===== src/include/ret_pred_params.svh =====
//################################################
// Sizing macros for the return-address predictor
// Stack depth and address or instruction width
//################################################

`ifndef RET_PRED_PARAMS_SVH
`define RET_PRED_PARAMS_SVH

// Number of return stack entries, kept a power of two so the index wraps for free
`define RAS_DEPTH 8

// Width of fetch addresses and instruction words
`define XLEN 32

`endif

===== src/logic/ret_pred_pkg.sv =====
//################################################
// Shared types for the return-address predictor
// Instruction union, decode result, stack op, prediction
//################################################

`default_nettype none

`include "ret_pred_params.svh"

package ret_pred_pkg;

    // Major opcodes of the two jump instructions
    localparam logic [6:0] OPC_JAL  = 7'b1101111;    // J-type jump and link
    localparam logic [6:0] OPC_JALR = 7'b1100111;    // I-type jump and link register

    // Control-flow class of one fetched word
    typedef enum logic [2:0] {
        CF_NONE     = 3'd0,                          // Not a jump
        CF_JUMP     = 3'd1,                          // JAL without a link destination
        CF_CALL     = 3'd2,                          // Pushes a return address
        CF_RETURN   = 3'd3,                          // Pops a return address
        CF_SWAP     = 3'd4,                          // Pops then pushes in one step
        CF_INDIRECT = 3'd5                           // JALR with no link register involved
    } cf_class_e;

    // Where the predicted next fetch address came from
    typedef enum logic [1:0] {
        SRC_SEQ = 2'd0,                              // Fall through to pc plus 4
        SRC_JAL = 2'd1,                              // Computed JAL target
        SRC_RAS = 2'd2                               // Top of the return stack
    } pred_src_e;

    // J-type view with the immediate still in its scrambled encoding
    typedef struct packed {
        logic [19:0] imm;                            // Word bits 31 to 12
        logic [4:0]  rd;
        logic [6:0]  opcode;
    } j_fmt_t;

    // I-type view as used by JALR
    typedef struct packed {
        logic [11:0] imm;
        logic [4:0]  rs1;
        logic [2:0]  funct3;
        logic [4:0]  rd;
        logic [6:0]  opcode;
    } i_fmt_t;

    // The same instruction word seen either way
    typedef union packed {
        j_fmt_t j;
        i_fmt_t i;
    } instr_u;

    typedef struct packed {
        cf_class_e         cls;
        logic              is_jal;                   // Set when the word is a JAL of any kind
        logic [`XLEN-1:0]  target;                   // JAL target, only meaningful for JAL
        logic [`XLEN-1:0]  link_addr;                // Return address, pc plus 4
    } decode_t;

    typedef struct packed {
        logic              push;
        logic              pop;
        logic [`XLEN-1:0]  new_addr;                 // Address written on a push
    } stack_op_t;

    typedef struct packed {
        logic [`XLEN-1:0]  next_pc;
        pred_src_e         src;
    } pred_t;

endpackage

`default_nettype wire


===== src/logic/ret_pred_top.sv =====
//################################################
// Return-address prediction unit top level
// Decode, return stack and next pc selection
//################################################

`timescale 1ns/1ps
`default_nettype none

`include "ret_pred_params.svh"

module ret_pred_top (
    input  wire logic                 clk,
    input  wire logic                 rst,
    input  wire logic                 fetch_valid,
    input  wire logic [`XLEN-1:0]     fetch_pc,
    input  wire ret_pred_pkg::instr_u fetch_instr,
    output ret_pred_pkg::pred_t       pred,
    output logic                      pred_valid
);

    import ret_pred_pkg::*;

    decode_t            dec;                         // Combinational decode of this word
    stack_op_t          op;                          // Stack update for this edge
    logic [`XLEN-1:0]   top_addr;
    logic               top_valid;

    call_ret_decode u_decode (
        .pc    (fetch_pc),
        .instr (fetch_instr),
        .dec   (dec)
    );

    // Idle fetch cycles leave the stack alone, a swap does both and rewrites the top
    assign op = '{
        push:     fetch_valid && ((dec.cls == CF_CALL) || (dec.cls == CF_SWAP)),
        pop:      fetch_valid && ((dec.cls == CF_RETURN) || (dec.cls == CF_SWAP)),
        new_addr: dec.link_addr
    };

    ras u_ras (
        .clk       (clk),
        .rst       (rst),
        .op        (op),
        .top_addr  (top_addr),
        .top_valid (top_valid)
    );

    next_pc_select u_select (
        .clk         (clk),
        .rst         (rst),
        .fetch_valid (fetch_valid),
        .fetch_pc    (fetch_pc),
        .dec         (dec),
        .top_addr    (top_addr),
        .top_valid   (top_valid),
        .pred        (pred),
        .pred_valid  (pred_valid)
    );

endmodule

`default_nettype wire


===== src/logic/next_pc_select.sv =====
//################################################
// Next fetch address selection and output register
// Picks JAL target, stack top or fall through
//################################################

`timescale 1ns/1ps
`default_nettype none

`include "ret_pred_params.svh"

module next_pc_select (
    input  wire logic                  clk,
    input  wire logic                  rst,
    input  wire logic                  fetch_valid,
    input  wire logic [`XLEN-1:0]      fetch_pc,
    input  wire ret_pred_pkg::decode_t dec,
    input  wire logic [`XLEN-1:0]      top_addr,
    input  wire logic                  top_valid,
    output ret_pred_pkg::pred_t        pred,
    output logic                       pred_valid
);

    import ret_pred_pkg::*;

    logic [`XLEN-1:0]   seq_pc;
    logic               use_jal;
    logic               use_ras;
    pred_t              pred_next;

    assign seq_pc = fetch_pc + `XLEN'(4);

    // Only JAL has a target known at fetch, a JALR call falls through
    assign use_jal = dec.is_jal && ((dec.cls == CF_JUMP) || (dec.cls == CF_CALL));

    // Returns and swaps go to the old top, an empty stack gives no hint
    assign use_ras = ((dec.cls == CF_RETURN) || (dec.cls == CF_SWAP)) && top_valid;

    always_comb begin
        if (use_jal) begin
            pred_next.next_pc = dec.target;
            pred_next.src     = SRC_JAL;
        end else if (use_ras) begin
            pred_next.next_pc = top_addr;
            pred_next.src     = SRC_RAS;
        end else begin
            pred_next.next_pc = seq_pc;              // Indirect jumps and plain words
            pred_next.src     = SRC_SEQ;
        end
    end

    // Valid output follows fetch_valid one cycle later
    always_ff @(posedge clk) begin
        if (rst) begin
            pred_valid <= 1'b0;
        end else begin
            pred_valid <= fetch_valid;
        end
    end

    // The prediction itself only moves when fetch hands over a word
    always_ff @(posedge clk) begin
        if (fetch_valid) begin
            pred <= pred_next;
        end
    end

    // A live prediction must be fully known or fetch would steer to a garbage address
    pred_known: assert property (
        @(posedge clk) disable iff (rst) pred_valid |-> !$isunknown(pred)
    ) else $error("Prediction is unknown while pred_valid is high");

endmodule

`default_nettype wire


===== src/logic/ras.sv =====
//################################################
// Circular return address stack
// Entry storage with a valid chain, rolls over when full
//################################################

`timescale 1ns/1ps
`default_nettype none

`include "ret_pred_params.svh"

module ras (
    input  wire logic                    clk,
    input  wire logic                    rst,
    input  wire ret_pred_pkg::stack_op_t op,
    output logic [`XLEN-1:0]             top_addr,
    output logic                         top_valid
);

    localparam int IDX_W = $clog2(`RAS_DEPTH);

    logic [`XLEN-1:0]       entries [`RAS_DEPTH];    // Return addresses
    logic [`RAS_DEPTH-1:0]  valid_chain;             // One bit per entry, cleared by pops
    logic [IDX_W-1:0]       read_index;              // Current stack top
    logic [IDX_W-1:0]       write_index;             // Slot touched this cycle
    logic                   push_only;
    logic                   pop_only;

    assign push_only = op.push & ~op.pop;
    assign pop_only  = op.pop & ~op.push;

    // Top as seen before this cycle's operation lands
    assign top_addr  = entries[read_index];
    assign top_valid = valid_chain[read_index];

    // An empty top is reused, a valid one gets a new slot above it
    assign write_index = push_only ? read_index + IDX_W'(valid_chain[read_index])
                                   : read_index;     // Pop and swap both work in place

    always_ff @(posedge clk) begin
        if (op.push) begin
            entries[write_index] <= op.new_addr;     // Oldest entry is lost on wraparound
        end
    end

    always_ff @(posedge clk) begin
        if (rst) begin
            read_index <= '0;
        end else if (push_only) begin
            read_index <= write_index;               // Index wraps modulo the depth
        end else if (pop_only) begin
            read_index <= read_index - IDX_W'(1);
        end
    end

    // Pop alone marks the old top dead, anything with a push marks its slot live
    always_ff @(posedge clk) begin
        if (rst) begin
            valid_chain <= '0;
        end else if (op.push | op.pop) begin
            valid_chain[write_index] <= op.push;
        end
    end

    // The top must stay known or a pop or push corrupts an unknown slot
    read_index_known: assert property (
        @(posedge clk) disable iff (rst) !$isunknown(read_index)
    ) else $error("Stack read index is unknown");

endmodule

`default_nettype wire


===== src/logic/call_ret_decode.sv =====
//################################################
// Jump classifier for the return-address predictor
// Sorts one word into call, return, swap, jump classes
// Forms the JAL target and the link address
//################################################

`timescale 1ns/1ps
`default_nettype none

`include "ret_pred_params.svh"

module call_ret_decode (
    input  wire logic [`XLEN-1:0]     pc,
    input  wire ret_pred_pkg::instr_u instr,
    output ret_pred_pkg::decode_t     dec
);

    import ret_pred_pkg::*;

    // The two registers the calling convention treats as a link
    localparam logic [4:0] REG_RA = 5'd1;            // Standard return address register
    localparam logic [4:0] REG_T0 = 5'd5;            // Alternate link used by millicode

    logic               is_jal;
    logic               is_jalr;
    logic [4:0]         rd;
    logic [4:0]         rs1;
    logic               rd_link;
    logic               rs1_link;
    logic               same_reg;
    logic [`XLEN-1:0]   jal_offset;
    logic [`XLEN-1:0]   jal_target;
    logic [`XLEN-1:0]   link_addr;
    cf_class_e          cls;

    // Opcode sits in the same place in both views
    assign is_jal  = (instr.j.opcode == OPC_JAL);
    assign is_jalr = (instr.i.opcode == OPC_JALR);

    assign rd  = instr.i.rd;                         // Same bit position for J-type and I-type
    assign rs1 = instr.i.rs1;                        // Only meaningful for JALR

    assign rd_link  = (rd == REG_RA) || (rd == REG_T0);
    assign rs1_link = (rs1 == REG_RA) || (rs1 == REG_T0);
    assign same_reg = (rd == rs1);

    // Unscramble imm[20|10:1|11|19:12] and sign extend it to a byte offset
    assign jal_offset = {
        {(`XLEN-20){instr.j.imm[19]}},               // Sign copies plus imm[20]
        instr.j.imm[7:0],                            // imm[19:12]
        instr.j.imm[8],                              // imm[11]
        instr.j.imm[18:9],                           // imm[10:1]
        1'b0                                         // Targets are halfword aligned
    };

    assign jal_target = pc + jal_offset;
    assign link_addr  = pc + `XLEN'(4);              // No compressed words so always plus 4

    // JAL only ever pushes or jumps, JALR follows the link register table
    always_comb begin
        cls = CF_NONE;                               // Any non-jump word
        if (is_jal) begin
            cls = rd_link ? CF_CALL : CF_JUMP;
        end else if (is_jalr) begin
            case ({rd_link, rs1_link})
                2'b10: begin
                    cls = CF_CALL;                   // Plain indirect call
                end
                2'b01: begin
                    cls = CF_RETURN;                 // Return through a link register
                end
                2'b11: begin
                    // Same link on both sides is a call, two different links swap coroutines
                    cls = same_reg ? CF_CALL : CF_SWAP;
                end
                default: begin
                    cls = CF_INDIRECT;               // Computed jump with no stack effect
                end
            endcase
        end
    end

    assign dec = '{
        cls:       cls,
        is_jal:    is_jal,
        target:    jal_target,
        link_addr: link_addr
    };

endmodule

`default_nettype wire


===== config.mk =====
export PLATFORM = sky130hd
export DESIGN_NAME = ret_pred_top
export DESIGN_NICKNAME = d
export VERILOG_FILES = /design/src/logic/ret_pred_pkg.sv /design/src/logic/ret_pred_top.sv /design/src/logic/next_pc_select.sv /design/src/logic/ras.sv /design/src/logic/call_ret_decode.sv
export VERILOG_INCLUDE_DIRS = /design/src /design/src/include
export SDC_FILE = /design/constraint.sdc
export NUM_CORES = 1
export LEC_CHECK = 0
export BUFFER_PORTS_ARGS = -buffer_cell sky130_fd_sc_hd__buf_2
export CORE_MARGIN = 2
export CORE_UTILIZATION = 60
export CTS_CLUSTER_DIAMETER = 200
export CTS_CLUSTER_SIZE = 25
export DETAILED_ROUTE_END_ITERATION = 16
export PLACE_DENSITY = 0.86
export SKIP_LAST_GASP = 1
export SYNTH_ARGS = -nofsm -noshare
export SYNTH_HDL_FRONTEND = slang
export SYNTH_HIERARCHICAL = 1
export SYNTH_SLANG_ARGS = --single-unit

===== constraint.sdc =====
create_clock -name clk -period 11.3 [get_ports clk]
set_input_delay 0 -clock clk [delete_from_list [all_inputs] [get_ports clk]]
set_output_delay 0 -clock clk [all_outputs]
set_load 0.1 [all_outputs]

Word-level counts from Yosys, hierarchy flattened:

Memories as Yosys holds them, arrays and structs flattened. A register that Yosys moved wholly into a read port is not among the register bits.
Index checks and enable logic that the tools add are counted.

* bits in writable memories: 256
* output and inout port bits: 35
* input port bits: 67
* memories: 1
* flip-flop bits (word level): 46

* $add $sub $neg: 4
* muxes and demuxes: 19
* order comparisons: 3
* bitwise gates (word level): 5
* eq/ne operators: 14
* reduce and logical (&&, ||, !) cells: 11

Memory list
* u_ras.entries: depth 8, bits a word 32, rd ports 1, clocked after memory_dff 1, write ports 1, RTL line ras.sv:21 `` logic [`XLEN-1:0] entries [`RAS_DEPTH]; ``

Operators with widths (count)
* $mux 34: 2
* $add 32x3->32 const B: 1
* $add 32x32->32: 1
* $mux 3: 8
* $eq 7x7->1 const B: 2
* $eq 5x1->1 const B: 2
* $eq 5x3->1 const B: 2
* $pmux 3 s3: 1
* $bwmux 8: 1
* $lt 3x4->1 const B: 2
* $eq 3x2->1 const B: 2
* $eq 5x5->1: 1
* $logic_and 1x1->1: 5
* $logic_or 1x1->1: 5
* $eq 2x2->1 const B: 2
* $mux 1: 4
* $add 3x1->3: 1
* $bmux 1 s3: 1
* $demux 1 s3: 1
* $eq 3x1->1 const B: 1
* $eq 3x3->1 const B: 1
* $ge 3x1->1 const B: 1
* $sub 3x1->3 const B: 1
* $and 1x1->1: 2
* 5 further kinds: 6

Longest topological paths before layout:

* word-level depth: 17
* gate-level depth with buffers: 13

Cells and area by module:

The synthesis kept the hierarchy.

Modules (own cells, without submodules)
* ras: area an instance 10655.2 µm², instances 1, cells each 466, sequential area each 7967.6 µm²
* call_ret_decode: area an instance 2337.2 µm², instances 1, cells each 336, sequential area each 0.0 µm²
* next_pc_select: area an instance 2252.2 µm², instances 1, cells each 215, sequential area each 1041.0 µm²
* ret_pred_top: area an instance 41.3 µm², instances 1, cells each 6, sequential area each 0.0 µm²

Worst setup path after synthesis:

OpenSTA, ideal clock, no wires.

* path type: input to register
* start point: input port fetch_instr[16] in the netlist's numbering
* end point: memory u_ras/entries[2][0] in the netlist's numbering (enable)
* slack: 5.094 ns
* stages on the path: 11
* library setup time: 0.501 ns
* data required time: 10.799 ns
* arrival: 5.705 ns
* cell sequence: or4b_1 -> or3b_2 -> a211oi_1 -> or2b_1 -> o22ai_2 -> inv_1 -> ha_1 -> buf_2 -> nor3b_1 -> nor2_1 -> nor4_1

RTL lines
* from (decl): RTL line ret_pred_top.sv:16 `input wire ret_pred_pkg::instr_u fetch_instr,`
* to (decl): RTL line ras.sv:21

==> flow_summary_export.csv <==
group,metric,value,unit
outcome,outcome,"finished clean",
timing,worst_pin_slew,1.20,ns
timing,period_minus_slack,4.70,ns
die,dieArea,26800,µm²
cells_and_area,seq_area,9010,µm²
cts,path_clk_slew,0.09,ns
pwr,pwr_density_cell,129,nW/µm²
critical_path,crit_type,"input pin to flip-flop",
die,core_area,25100,µm²
synth,synth_nets,1128,
synth,yosysWarnings,6,
critical_path,end_kind,"flip-flop",
timing,worst_hold_slack,0.0161,ns
critical_path,critPathRequiredTime,11.40,ns
die,die_y,164,µm
routing,drc,0,
hold_path,hp-class,"input pin to flip-flop",
synth,ys.flop_type,"edfxtp_1",
synth,async_flop_share,0,%
placed_design,port_buffers,101,
job,maxCapViolations,0,
critical_path,path_cells,"buf_2 > or4b_1 > or3b_2 > a211oi_1 > or2b_1 > a21oi_1 > ha_1 > and3b_1 > o21ai_0 > nor2_4",
timing,skew,0.0265,ns
timing,hold_viol,0,
global_routing,grt_pass1_vias,9384,
pwr,p_total,2150,µW
placed_design,place_congestion,0.956,
synth,synthDistinctLibCells,80,
timing,tns,0,ns
timing,fmax,213,MHz
routing,viasPerCell,6.49,
synth,synth_top_area_cell,"edfxtp_1",
die,io_pins,102,
synth,synth_commonest_cells,"edfxtp_1 (290), nand2_1 (59), xnor2_1 (58)",
critical_path,slowest_delay,1.08,ns
synth,yosysTopAreaCellShare,57.0,%
cts,cts_buffers,16,
cts,cts_tree,"built",
cts,cts-root-buf,"clkbuf_16",
cells_and_area,fill_cells,1791,
global_routing,antenna_found_initial,0,
cts,postCtsSetupBuffers,0,
cts,cts_buffer_depth,3,
critical_path,cp-start-kind,"input pin",
routing,wl_per_cell,24.5,µm
pwr,p_leak,0.00561,µW
synth,yosysMostFrequentCell,"edfxtp_1",
cells_and_area,antenna_cells,0,
placed_design,dp_hpwl,24100,µm
timing,setup_violations,0,
die,start_util,60.9,%
timing,rsz0062_at_grt,"no",
critical_path,critPathMaxFanout,32,
timing,finalCritPeriodShare,41.6,%
synth,synth-edff-count,290,
cts,post_cts_resized,0,
routing,ant_nets,0,
placed_design,pre_cts_ws,6.12,ns
cts,worst_skew_pair.late_latency,0.51,ns
synth,seq_area_frac_synth,58.9,%
die,rows,58,
timing,relSlewSlack,19.1,%
critical_path,arrival,4.80,ns
routing,drt_iter0_drc,996,
cells_and_area,multi_input_area,5940,µm²
synth,synthesis.area,15300,µm²
synth,synth.avg_cell_area,14.9,µm²
synth,ys_ff_latch,305,
global_routing,grt_pass1_wl,54500,µm
die,die_w,164,µm
synth,synth.area.top_cells,"edfxtp_1 (57%), mux4_2 (5.7%), mux4_1 (4.6%)",
timing,slew_viol_final,0,
global_routing,grt.total_usage,27.1,%
global_routing,grt_overflow,0,
cts,htreeDepth,1,
cells_and_area,drive_gt1_share,21.4,%
routing,via_count,9424,
timing,fin_ws,6.60,ns
cells_and_area,areaGrowthSynthToFinish,8.66,%
critical_path,slowest_stage,"nor2_4",
cts,cts.sinks,305,
cells_and_area,finish.instance_area,16600,µm²
placed_design,place_area,16000,µm²
synth,synthCells,1023,
global_routing,grt_max_degree,65,
routing,routed_wl,35500,µm
routing,first_pass_iters,6,
cells_and_area,nNetsFinal,1221,
pwr,max-vdd-ir-drop,0.0937,mV
cell families (layout without fill, tap and decap cells):
kind of cell	count (synthesis)	in the layout	share of synthesized area, %
and+or+nand+nor	232	232	8.63
DFF	305	305	58.9
adders and majority gates	38	38	3.16
AOI/OAI and AO/OA	183	183	7.85
buffers and inverters	69	167	2.59
muxes	110	110	13.9
xor gates and xnor gates	86	86	4.93
registers in the layout (all words and copies together) (netlist names), named ones only:
signal and flops:
u_ras/read_index 3, u_select/pred 34, u_ras/entries 256, u_select/pred_valid 1, u_ras/valid_chain 8
layer usage:
| metal | vias to the layer above | GRT usage (%) | part of all wire [%] |
|---|---|---|---|
| li1 | 4236 | - | - |
| met4 | 0 | 7.62 | 2.6 |
| met5 | - | 0 | 0 |
| met3 | 63 | 2.84 | 8.1 |
| met2 | 495 | 44.2 | 48 |
| met1 | 4630 | 39.3 | 41 |
cells in the final DEF, fill, tap and decap left out, types with 18 or more instances in the layout:
master / n
edfxtp_1: 290
nand3_1: 31
mux2_2: 18
a22oi_1: 23
o21ai_0: 24
xnor2_1: 58
mux4_2: 39
nand2_1: 59
xor2_1: 28
a21oi_1: 42
ha_1: 37
buf_2: 101
mux4_1: 27
o21ai_1: 18
nor2_1: 34
path summary, 6_finish.rpt:
check / end / slack (ns) / cells after the start / from
worst max-delay path: u_ras/entries[4][7] / 6.60 / 10 / fetch_instr[16]
worst min-delay path: u_select/pred[5] / 0.02 / 4 / fetch_pc[3]
worst max register to register: u_ras/entries[4][7] / 7.01 / 7 / u_ras/read_index[0]
worst min register to register: u_ras/valid_chain[2] / 0.48 / 2 / u_ras/valid_chain[2]
per-stage QoR:
stage                     std cells  util [%]
after floorplan                1023         -
after global placement         1418      63.9
after detailed placement       1418      63.9
after CTS                      1451      66.2
after global routing           1451      66.2
final                          1451      66.2
worst max-delay path: cells and delay by family:
family	cells	cell delay (ns)
buffers and inverters	1	0.11
and+or+nand+nor	5	2.92
AOI/OAI and AO/OA	3	1.21
adders and majority gates	1	0.53
report_power, final:
group	switching (µW)	leakage (µW)	internal (µW)
registers	4.57	0.00276	1250
logic	199	0.00263	79.5
clock network	337	0.000225	281
repair_timing:
item                                   4_1_cts  5_1_grt
setup endpoints to repair                    0        0
endpoints found under the hold margin       39        0
hold buffers                                10        0
layout make-up:
cell class / count / area share [%]
clock buffers: 22 / 2.67
clock inverters: 1 / 0.121
inverters: 19 / 0.429
multi-input cells: 649 / 35.7
flip-flops and latches: 305 / 54.3
well taps: 330 / 2.49
repair buffers: 125 / 4.28
Power figures use the tool's default switching activity.
